===== src/verilog/uart_frame_pkg.sv =====
package uart_frame_pkg;

   // One character on the line
   typedef logic [7:0] data_t;

   // Counts 16x ticks and holds up to 32 for 2 stop bits
   typedef logic [5:0] tick_cnt_t;

   // Index of the data bit in flight
   typedef logic [2:0] bit_cnt_t;

   // Ticks per bit period
   localparam int OVERSAMPLE = 16;

   typedef enum logic [1:0] {
      RX_IDLE,
      RX_START,
      RX_DATA,
      RX_STOP
   } rx_state_e;

   typedef enum logic [1:0] {
      TX_IDLE,
      TX_START,
      TX_DATA,
      TX_STOP
   } tx_state_e;

endpackage


===== src/verilog/uart_reg_pkg.sv =====
package uart_reg_pkg;

   // Register select on the host bus
   typedef logic [1:0] addr_t;

   // Baud divisor giving a tick every div+1 clocks
   typedef logic [15:0] div_t;

   // Register map
   localparam addr_t ADDR_DATA   = 2'd0;
   localparam addr_t ADDR_STATUS = 2'd1;
   localparam addr_t ADDR_DIV_LO = 2'd2;
   localparam addr_t ADDR_DIV_HI = 2'd3;

   // Bit positions in the status byte
   localparam int STAT_RX_VALID = 0;
   localparam int STAT_TX_BUSY  = 1;
   localparam int STAT_OVERRUN  = 2;

endpackage


===== src/verilog/uart_baud_gen.sv =====
module uart_baud_gen
(
   input  logic               i_clk,
   input  logic               i_rst,
   input  uart_reg_pkg::div_t i_div,
   input  logic               i_div_load,
   output logic               o_tick
);

   import uart_reg_pkg::*;

   div_t cnt;

   // Down-counter ticks each time it passes zero
   always_ff @(posedge i_clk)
   begin
      if (i_rst)
      begin
         cnt    <= '0;
         o_tick <= 1'b0;
      end
      else if (i_div_load)
      begin
         // New rate starts a fresh period
         cnt    <= i_div;
         o_tick <= 1'b0;
      end
      else if (cnt == '0)
      begin
         cnt    <= i_div;
         o_tick <= 1'b1;
      end
      else
      begin
         cnt    <= cnt - 1'b1;
         o_tick <= 1'b0;
      end
   end

endmodule


===== src/verilog/uart_rx.sv =====
module uart_rx
#(
   parameter int SB_TICK = 16
)
(
   input  logic                  i_clk,
   input  logic                  i_rst,
   input  logic                  i_bit,
   input  logic                  i_tick,
   output logic                  o_done_data,
   output uart_frame_pkg::data_t o_data
);

   import uart_frame_pkg::*;

   // Half a bit after the falling edge is mid-start
   localparam int HALF_BIT = OVERSAMPLE / 2;

   rx_state_e state_reg;
   rx_state_e state_next;
   tick_cnt_t s_reg;
   tick_cnt_t s_next;
   bit_cnt_t  n_reg;
   bit_cnt_t  n_next;
   data_t     b_reg;
   data_t     b_next;

   ////////////////////////////////////////
   // State and counters
   always_ff @(posedge i_clk)
   begin
      if (i_rst)
      begin
         state_reg <= RX_IDLE;
         s_reg     <= '0;
         n_reg     <= '0;
      end
      else
      begin
         state_reg <= state_next;
         s_reg     <= s_next;
         n_reg     <= n_next;
      end
   end

   // Shift register
   always_ff @(posedge i_clk)
   begin
      b_reg <= b_next;
   end

   ////////////////////////////////////////
   // Next state and data path
   always_comb
   begin
      state_next  = state_reg;
      s_next      = s_reg;
      n_next      = n_reg;
      b_next      = b_reg;
      o_done_data = 1'b0;

      case (state_reg)
         RX_IDLE:
         begin
            // Low line means a start bit has begun
            if (!i_bit)
            begin
               state_next = RX_START;
               s_next     = '0;
            end
         end
         RX_START:
         begin
            if (i_tick)
            begin
               if (s_reg == tick_cnt_t'(HALF_BIT - 1))
               begin
                  state_next = RX_DATA;
                  s_next     = '0;
                  n_next     = '0;
               end
               else
                  s_next = s_reg + 1'b1;
            end
         end
         RX_DATA:
         begin
            if (i_tick)
            begin
               if (s_reg == tick_cnt_t'(OVERSAMPLE - 1))
               begin
                  // Mid-bit sample with the LSB arriving first
                  s_next = '0;
                  b_next = {i_bit, b_reg[7:1]};
                  if (n_reg == bit_cnt_t'(7))
                     state_next = RX_STOP;
                  else
                     n_next = n_reg + 1'b1;
               end
               else
                  s_next = s_reg + 1'b1;
            end
         end
         RX_STOP:
         begin
            if (i_tick)
            begin
               if (s_reg == tick_cnt_t'(SB_TICK - 1))
               begin
                  state_next  = RX_IDLE;
                  o_done_data = 1'b1;
               end
               else
                  s_next = s_reg + 1'b1;
            end
         end
         default:
            state_next = RX_IDLE;
      endcase
   end

   assign o_data = b_reg;

endmodule


===== src/verilog/uart_tx.sv =====
module uart_tx
#(
   parameter int SB_TICK = 16
)
(
   input  logic                  i_clk,
   input  logic                  i_rst,
   input  logic                  i_tick,
   input  logic                  i_start,
   input  uart_frame_pkg::data_t i_data,
   output logic                  o_busy,
   output logic                  o_bit
);

   import uart_frame_pkg::*;

   tx_state_e state_reg;
   tx_state_e state_next;
   tick_cnt_t s_reg;
   tick_cnt_t s_next;
   bit_cnt_t  n_reg;
   bit_cnt_t  n_next;
   data_t     b_reg;
   data_t     b_next;
   logic      tx_reg;
   logic      tx_next;

   ////////////////////////////////////////
   // State, counters and line register
   always_ff @(posedge i_clk)
   begin
      if (i_rst)
      begin
         state_reg <= TX_IDLE;
         s_reg     <= '0;
         n_reg     <= '0;
         tx_reg    <= 1'b1;
      end
      else
      begin
         state_reg <= state_next;
         s_reg     <= s_next;
         n_reg     <= n_next;
         tx_reg    <= tx_next;
      end
   end

   always_ff @(posedge i_clk)
   begin
      b_reg <= b_next;
   end

   ////////////////////////////////////////
   // Next state and line level
   always_comb
   begin
      state_next = state_reg;
      s_next     = s_reg;
      n_next     = n_reg;
      b_next     = b_reg;
      tx_next    = 1'b1;

      case (state_reg)
         TX_IDLE:
         begin
            // A start while busy never reaches here
            if (i_start)
            begin
               state_next = TX_START;
               s_next     = '0;
               b_next     = i_data;
            end
         end
         TX_START:
         begin
            tx_next = 1'b0;
            if (i_tick)
            begin
               if (s_reg == tick_cnt_t'(OVERSAMPLE - 1))
               begin
                  state_next = TX_DATA;
                  s_next     = '0;
                  n_next     = '0;
               end
               else
                  s_next = s_reg + 1'b1;
            end
         end
         TX_DATA:
         begin
            tx_next = b_reg[0];
            if (i_tick)
            begin
               if (s_reg == tick_cnt_t'(OVERSAMPLE - 1))
               begin
                  s_next = '0;
                  b_next = b_reg >> 1;
                  if (n_reg == bit_cnt_t'(7))
                     state_next = TX_STOP;
                  else
                     n_next = n_reg + 1'b1;
               end
               else
                  s_next = s_reg + 1'b1;
            end
         end
         TX_STOP:
         begin
            if (i_tick)
            begin
               if (s_reg == tick_cnt_t'(SB_TICK - 1))
                  state_next = TX_IDLE;
               else
                  s_next = s_reg + 1'b1;
            end
         end
         default:
            state_next = TX_IDLE;
      endcase
   end

   assign o_busy = (state_reg != TX_IDLE);
   assign o_bit  = tx_reg;

endmodule


===== src/verilog/uart_regs.sv =====
module uart_regs
#(
   parameter uart_reg_pkg::div_t RST_DIV = 16'd1
)
(
   input  logic                  i_clk,
   input  logic                  i_rst,
   input  logic                  i_wr,
   input  logic                  i_rd,
   input  uart_reg_pkg::addr_t   i_addr,
   input  uart_frame_pkg::data_t i_wdata,
   output uart_frame_pkg::data_t o_rdata,
   output logic                  o_irq,
   output uart_reg_pkg::div_t    o_div,
   output logic                  o_div_load,
   output uart_frame_pkg::data_t o_tx_data,
   output logic                  o_tx_start,
   input  logic                  i_tx_busy,
   input  uart_frame_pkg::data_t i_rx_data,
   input  logic                  i_rx_done
);

   import uart_frame_pkg::*;
   import uart_reg_pkg::*;

   data_t div_lo;
   data_t div_hi;
   data_t rx_byte;
   data_t status;
   logic  rx_valid;
   logic  overrun;
   logic  wr_data;
   logic  rd_data;
   logic  rd_status;

   assign wr_data   = i_wr && (i_addr == ADDR_DATA);
   assign rd_data   = i_rd && (i_addr == ADDR_DATA);
   assign rd_status = i_rd && (i_addr == ADDR_STATUS);

   ////////////////////////////////////////
   // Control registers and flags
   always_ff @(posedge i_clk)
   begin
      if (i_rst)
      begin
         div_lo     <= RST_DIV[7:0];
         div_hi     <= RST_DIV[15:8];
         o_div_load <= 1'b0;
         o_tx_start <= 1'b0;
         rx_valid   <= 1'b0;
         overrun    <= 1'b0;
      end
      else
      begin
         o_tx_start <= wr_data;
         o_div_load <= i_wr && (i_addr == ADDR_DIV_LO || i_addr == ADDR_DIV_HI);
         if (i_wr && i_addr == ADDR_DIV_LO)
            div_lo <= i_wdata;
         if (i_wr && i_addr == ADDR_DIV_HI)
            div_hi <= i_wdata;

         // A new byte wins over a clearing read
         if (i_rx_done)
            rx_valid <= 1'b1;
         else if (rd_data)
            rx_valid <= 1'b0;

         if (i_rx_done && rx_valid)
            overrun <= 1'b1;
         else if (rd_status)
            overrun <= 1'b0;
      end
   end

   ////////////////////////////////////////
   // Data path and read mux
   always_comb
   begin
      status = '0;
      status[STAT_RX_VALID] = rx_valid;
      // Queued start counts as busy
      status[STAT_TX_BUSY]  = i_tx_busy | o_tx_start;
      status[STAT_OVERRUN]  = overrun;
   end

   always_ff @(posedge i_clk)
   begin
      if (wr_data)
         o_tx_data <= i_wdata;
      if (i_rx_done)
         rx_byte <= i_rx_data;
      if (i_rd)
      begin
         case (i_addr)
            ADDR_DATA:   o_rdata <= rx_byte;
            ADDR_STATUS: o_rdata <= status;
            ADDR_DIV_LO: o_rdata <= div_lo;
            default:     o_rdata <= div_hi;
         endcase
      end
   end

   assign o_div = {div_hi, div_lo};
   assign o_irq = rx_valid;

endmodule


===== src/verilog/uart_top.sv =====
module uart_top
#(
   parameter int                 SB_TICK = 16,
   parameter uart_reg_pkg::div_t RST_DIV = 16'd1
)
(
   input  logic                  i_clk,
   input  logic                  i_rst,
   input  logic                  i_wr,
   input  logic                  i_rd,
   input  uart_reg_pkg::addr_t   i_addr,
   input  uart_frame_pkg::data_t i_wdata,
   output uart_frame_pkg::data_t o_rdata,
   output logic                  o_irq,
   input  logic                  i_rxd,
   output logic                  o_txd
);

   import uart_frame_pkg::*;
   import uart_reg_pkg::*;

   div_t  div;
   logic  div_load;
   logic  tick;
   data_t tx_data;
   logic  tx_start;
   logic  tx_busy;
   data_t rx_data;
   logic  rx_done;

   uart_regs #(
      .RST_DIV (RST_DIV)
   ) u_regs (
      .i_clk      (i_clk),
      .i_rst      (i_rst),
      .i_wr       (i_wr),
      .i_rd       (i_rd),
      .i_addr     (i_addr),
      .i_wdata    (i_wdata),
      .o_rdata    (o_rdata),
      .o_irq      (o_irq),
      .o_div      (div),
      .o_div_load (div_load),
      .o_tx_data  (tx_data),
      .o_tx_start (tx_start),
      .i_tx_busy  (tx_busy),
      .i_rx_data  (rx_data),
      .i_rx_done  (rx_done)
   );

   uart_baud_gen u_baud_gen (
      .i_clk      (i_clk),
      .i_rst      (i_rst),
      .i_div      (div),
      .i_div_load (div_load),
      .o_tick     (tick)
   );

   uart_rx #(
      .SB_TICK (SB_TICK)
   ) u_rx (
      .i_clk       (i_clk),
      .i_rst       (i_rst),
      .i_bit       (i_rxd),
      .i_tick      (tick),
      .o_done_data (rx_done),
      .o_data      (rx_data)
   );

   uart_tx #(
      .SB_TICK (SB_TICK)
   ) u_tx (
      .i_clk   (i_clk),
      .i_rst   (i_rst),
      .i_tick  (tick),
      .i_start (tx_start),
      .i_data  (tx_data),
      .o_busy  (tx_busy),
      .o_bit   (o_txd)
   );

endmodule


===== config.mk =====
export PLATFORM = sky130hd
export DESIGN_NAME = uart_top
export DESIGN_NICKNAME = d
export VERILOG_FILES = /design/src/verilog/uart_frame_pkg.sv /design/src/verilog/uart_reg_pkg.sv /design/src/verilog/uart_baud_gen.sv /design/src/verilog/uart_rx.sv /design/src/verilog/uart_tx.sv /design/src/verilog/uart_regs.sv /design/src/verilog/uart_top.sv
export SDC_FILE = /design/constraint.sdc
export NUM_CORES = 1
export LEC_CHECK = 0
export BUFFER_PORTS_ARGS = -buffer_cell sky130_fd_sc_hd__buf_2
export CAP_MARGIN = 15
export CELL_PAD_IN_SITES_DETAIL_PLACEMENT = 0
export CELL_PAD_IN_SITES_GLOBAL_PLACEMENT = 1
export CORE_UTILIZATION = 52
export CTS_CLUSTER_DIAMETER = 200
export DETAILED_ROUTE_END_ITERATION = 6
export MAX_ROUTING_LAYER = met4
export PLACE_DENSITY_LB_ADDON = 0.15
export SYNTH_ARGS = -nofsm -noshare
export SYNTH_HDL_FRONTEND = slang
export SYNTH_HIERARCHICAL = 1
export SYNTH_SLANG_ARGS = --single-unit

===== constraint.sdc =====
create_clock -name i_clk -period 4.3 [get_ports i_clk]
set_input_delay 0.215 -clock i_clk [delete_from_list [all_inputs] [get_ports i_clk]]
set_output_delay 0.215 -clock i_clk [all_outputs]
set_load 0.01 [all_outputs]

=== After elaboration in Yosys (flattened, before gate mapping) ===
Cells that the tools add are included.

* Add/subtract/negate cells: 5
* Equal/unequal tests: 35
* Multiplexer cells: 60
* Bitwise gates (word level): 1
* Reduce and logical (&&, ||, !) cells: 28

{| class="wikitable"
|+ Operator list
! kind !! count
|-
| $mux 6 || 12
|-
| $mux 16 || 2
|-
| $mux 2 || 16
|-
| $mux 3 || 10
|-
| $mux 8 || 3
|-
| $ne 2x2->1 const B || 12
|-
| $pmux 6 s4 || 1
|-
| $pmux 8 s3 || 1
|-
| $ne 2x1->1 const B || 9
|-
| $pmux 6 s3 || 1
|-
| $logic_not 16->1 || 1
|-
| $pmux 2 s4 || 2
|-
| $pmux 8 s2 || 1
|-
| $reduce_and 8->1 || 2
|-
| $sub 16x1->16 const B || 1
|-
| $add 6x1->6 const B || 2
|-
| $eq 2x2->1 const B || 6
|-
| $eq 6x4->1 const B || 2
|-
| $pmux 3 s2 || 2
|-
| $reduce_and 6->1 || 2
|-
| $reduce_bool 2->1 || 6
|-
| $mux 1 || 8
|-
| $reduce_and 4->1 || 2
|-
| $logic_and 1x1->1 || 7
|-
| 11 further kinds || 18
|}

* Flip-flop bits (word level): 100
* Output and inout port bits: 10
* Word-level logic and storage cells: 149

=== Longest topological paths before layout ===
* Depth after elaboration: 6
* Mapped depth: 7

=== By module ===
Netlist, hierarchy kept.

{| class="wikitable"
|+ Modules (own cells, without submodules)
! module !! times used !! cells an instance !! area an instance (um^2)
|-
| uart_regs || 1 || 128 || 1660.3
|-
| uart_tx || 1 || 118 || 1167.4
|-
| uart_rx || 1 || 97 || 1037.2
|-
| uart_baud_gen || 1 || 105 || 930.9
|}

=== Least setup slack after synthesis ===
Ideal clock, no wire load.

* Path kind: flip-flop to flip-flop
* Start: register u_rx.state_reg[0]
* End: register u_rx.b_reg[0], in the netlist u_rx/o_data[0] (enable)
* Arrival time: 1.711 ns
* Slack: 2.195 ns
* Cell stages (with the launch flop): 5
* Buffers on the path: 0
* Path through: dfxtp_1 -> inv_1 -> ha_1 -> inv_1 -> nor4_1

* Word-level cells in the longest chain between the ends: 2

{| class="wikitable"
|+ RTL lines
! item !! line !! source
|-
| start, declared || uart_rx.sv:19 || <nowiki>rx_state_e state_reg;</nowiki>
|-
| start signal, assigned || uart_rx.sv:40 || <nowiki>state_reg <= state_next;</nowiki>
|-
| $eq 2x2->1 || uart_rx.sv:62 || <nowiki>case (state_reg)</nowiki>
|-
| $reduce_and 3->1 (no line) || -- ||
|-
| end signal, assigned || uart_rx.sv:49 || <nowiki>b_reg <= b_next;</nowiki>
|-
| end, declared || uart_rx.sv:25 || <nowiki>data_t b_reg;</nowiki>
|}

No other way between the ends.
A chain may end at the register's enable or synchronous reset.

=== Final worst setup path ===
* Start: register u_tx.state_reg[0]
* End: register u_tx.b_reg[5] (enable)

* Word-level cells in the longest chain between the ends: 3

{| class="wikitable"
|+ RTL lines
! item !! line !! source
|-
| start, declared || uart_tx.sv:17 || <nowiki>tx_state_e state_reg;</nowiki>
|-
| start signal, assigned || uart_tx.sv:41 || <nowiki>state_reg <= state_next;</nowiki>
|-
| $eq 2x2->1 or $logic_not 2->1 (tied branches) || uart_tx.sv:63 || <nowiki>case (state_reg)</nowiki>
|-
| $ne 2x1->1 (no line) (tied with other cells) || -- ||
|-
| $reduce_and 4->1 (no line) * || -- ||
|-
| end signal, assigned || uart_tx.sv:50 || <nowiki>b_reg <= b_next;</nowiki>
|-
| end, declared || uart_tx.sv:23 || <nowiki>data_t b_reg;</nowiki>
|}

Mark *: on every way between the ends. The rest lies on a longest branch, timed or not.

==> results.cfg <==
[worst_setup_path]
cp_common_cell = inv_1
cp_slowest_cell = a211oi_1
arrival_ns = 2.47
r2r-end = u_tx/b_reg[5]
startpoint_type = flop
rr_worst_depth = 4
crit_required_ns = 4.30
r2r_slack_ns = 1.83
r2r_start = u_tx/state_reg[0]
cp_num_buf_inv = 2
critPathMaxStageDelay_ns = 0.94
crit_path_max_fanout = 15
cp-end-kind = flop
critPathTopFamily = compound AO/OA/AOI/OAI gates
critical_path_class = flop to flop
crit_chain = inv_1, ha_1, inv_1, a211oi_1

[final_layout]
fin_area_um2 = 5150
n_antenna_cell = 0
drive_gt1_frac = 0.153
top_register = u_baud_gen/cnt
largest_reg_flops = 16
fin_cells = 579
nFillCells = 762
fin_nets = 499
syn_to_final_growth_pct = 7.44

[yosys]
synthCells = 448
synth-edff-count = 40
async_flop_share = 0
synth_area_um2 = 4800
synth_ff_type = dfxtp_1
yosys_warnings = 6
syn-num-nets = 481
synth_cell_types = 71
synth.avg_cell_area_um2 = 10.7
synth_seq_area_share = 0.501
ys_ff_latch = 100

[place]
post-dp-hpwl_um = 6890
place.gp.congestion = 0.801
place_area_um2 = 4940
pre_cts_slack_ns = 1.79
place_inst = 563
io_buffer_count = 24

[detailed_routing]
via_count = 3462
wl_per_cell_um = 17.0
ant_nets = 0
drc_errors = 0
via_per_inst = 5.98
first_pass_iters = 4
drt_wl_total_um = 9850
first_iter_violations = 147

[worst_hold_path]
hp-class = input port to flop
min_to = u_rx/o_data[7]
min_from = i_rxd
hold_depth = 1

[die]
die_h_um = 98.0
start_util = 0.545
dieArea_um2 = 9610
die_x_um = 98.0
ios = 25
rows = 34
core_um2 = 8810

[global_routing]
first_global_vias = 3327
antenna_found_initial = 0
grt_pass1_wl_um = 16600
grt_max_degree = 54
overflow = 0
groute.usage.overall = 0.228

[timing]
rsz0062_at_grt = no
drv_slew = 0
period_share = 0.575
max_freq_ghz = 0.405
fin_crit_ns = 2.47
relSlewSlack = 0.236
finalSetupTns_ns = 0
finalHoldViolCount = 0
setup_violations = 0
tightest_slew_ns = 1.14
skew_ns = 0.0212
fin_ws_ns = 1.83

[clock_tree]
cts_root_buf = clkbuf_8
cts_max_level = 3
clk-insertion-delay-late_ns = 0.38
clock_sinks = 100
postCtsHoldBufs = 0
clock_path_buffers = 2
numCtsBuffers = 9
clkTransAtPathRegs_ns = 0.11
cts_tree = built
post_cts_resized = 0
postCtsSetupBuffers = 0

[run_status]
status = complete, no violations

[power]
seqPwrFrac = 0.462
p_leak_nw = 1.91
power.switching_mw = 1.01
internal_power_mw = 1.72
peakVddDrop_mv = 0.249
clkPwrFrac = 0.224
combPwrFrac = 0.314
p_per_area_nw_per_um2 = 530
switching_share = 0.370

[job]
drv_cap = 0
worst max-delay path by stage:
stage                      start        endpoint  depth (start not counted)
3_5_place_dp   u_tx/state_reg[0]   u_tx/b_reg[5]                          4
3_3_place_gp   u_tx/state_reg[0]   u_tx/b_reg[6]                          4
5_1_grt        u_tx/state_reg[0]   u_tx/b_reg[4]                          4
6_report       u_tx/state_reg[0]   u_tx/b_reg[5]                          4
2_1_floorplan  u_rx/state_reg[0]  u_rx/o_data[0]                          4
4_1_cts        u_tx/state_reg[0]   u_tx/b_reg[2]                          4
final cells by class:
type	count	area (µm²)	area share
Sequential cell	100	2400	0.466
Multi-Input combinational cell	315	2220	0.431
Inverter	14	52.6	0.0102
Timing Repair Buffer	26	135	0.0262
Clock inverter	7	83.8	0.0163
Clock buffer	9	124	0.0240
Tap cell	108	135	0.0262
logic make-up (layout without fill, tap and decap cells):
group | after synthesis | count (layout) | synth area share
AOI/OAI and AO/OA | 113 | 113 | 0.156
muxes | 20 | 20 | 0.0566
adders and majority gates | 18 | 18 | 0.0470
and+or+nand+nor | 152 | 152 | 0.181
xor gates and xnor gates | 12 | 12 | 0.0219
buffers and inverters | 33 | 56 | 0.0363
DFF | 100 | 100 | 0.501
synth_stat cells, drive strengths merged, types with 10 or more instances:
cell	instances	area (µm²)
a211oi	16	120
a21oi	43	215
buf	10	82.6
dfxtp	60	1200
edfxtp	40	1200
ha	18	225
inv	14	52.6
mux2	12	150
nand2	43	161
nor2	27	104
nor3	12	70.1
o21ai	10	53.8
o31ai	10	75.1
metrics by stage:
stage	utilization	hold slack (ns)	total power [mW]
final	0.585	0.0221	2.73
after global routing	0.585	0.0225	2.90
after CTS	0.585	0.0131	2.75
after detailed placement	0.562	0.412	2.13
after global placement	0.562	0.406	2.12
after floorplan	-	0.287	1.95
power by group through the flow:
stage          Combinational [mW]  Sequential, mW  Clock (mW)
2_1_floorplan               0.689            1.26           0
3_3_place_gp                0.842            1.27           0
3_5_place_dp                0.849            1.28           0
4_1_cts                     0.857            1.26       0.629
5_1_grt                     0.963            1.28       0.663
6_report                    0.859            1.26       0.611
layer usage:
metal,vias up,share of wire,track usage
li1,1720,-,-
met1,1666,0.50,0.321
met2,64,0.45,0.334
met3,12,0.035,0.0394
met4,0,0.015,0.0769
met5,-,0,-
layout by cell type (no fill, tap or decap), types with 7 or more instances in the layout:
cell       n
edfxtp_1  40
nor2b_1    9
clkbuf_8   9
dfxtp_1   60
nor2_1    26
ha_1      18
buf_2     24
nand2_1   43
nand3_1    9
or4_1      7
o21ai_0    9
a21oi_1   43
o31ai_1   10
inv_1     13
xor2_1     9
mux2_2     8
a211oi_1  16
nor3_1    10
No activity file was read; power rests on OpenSTA's default activity.
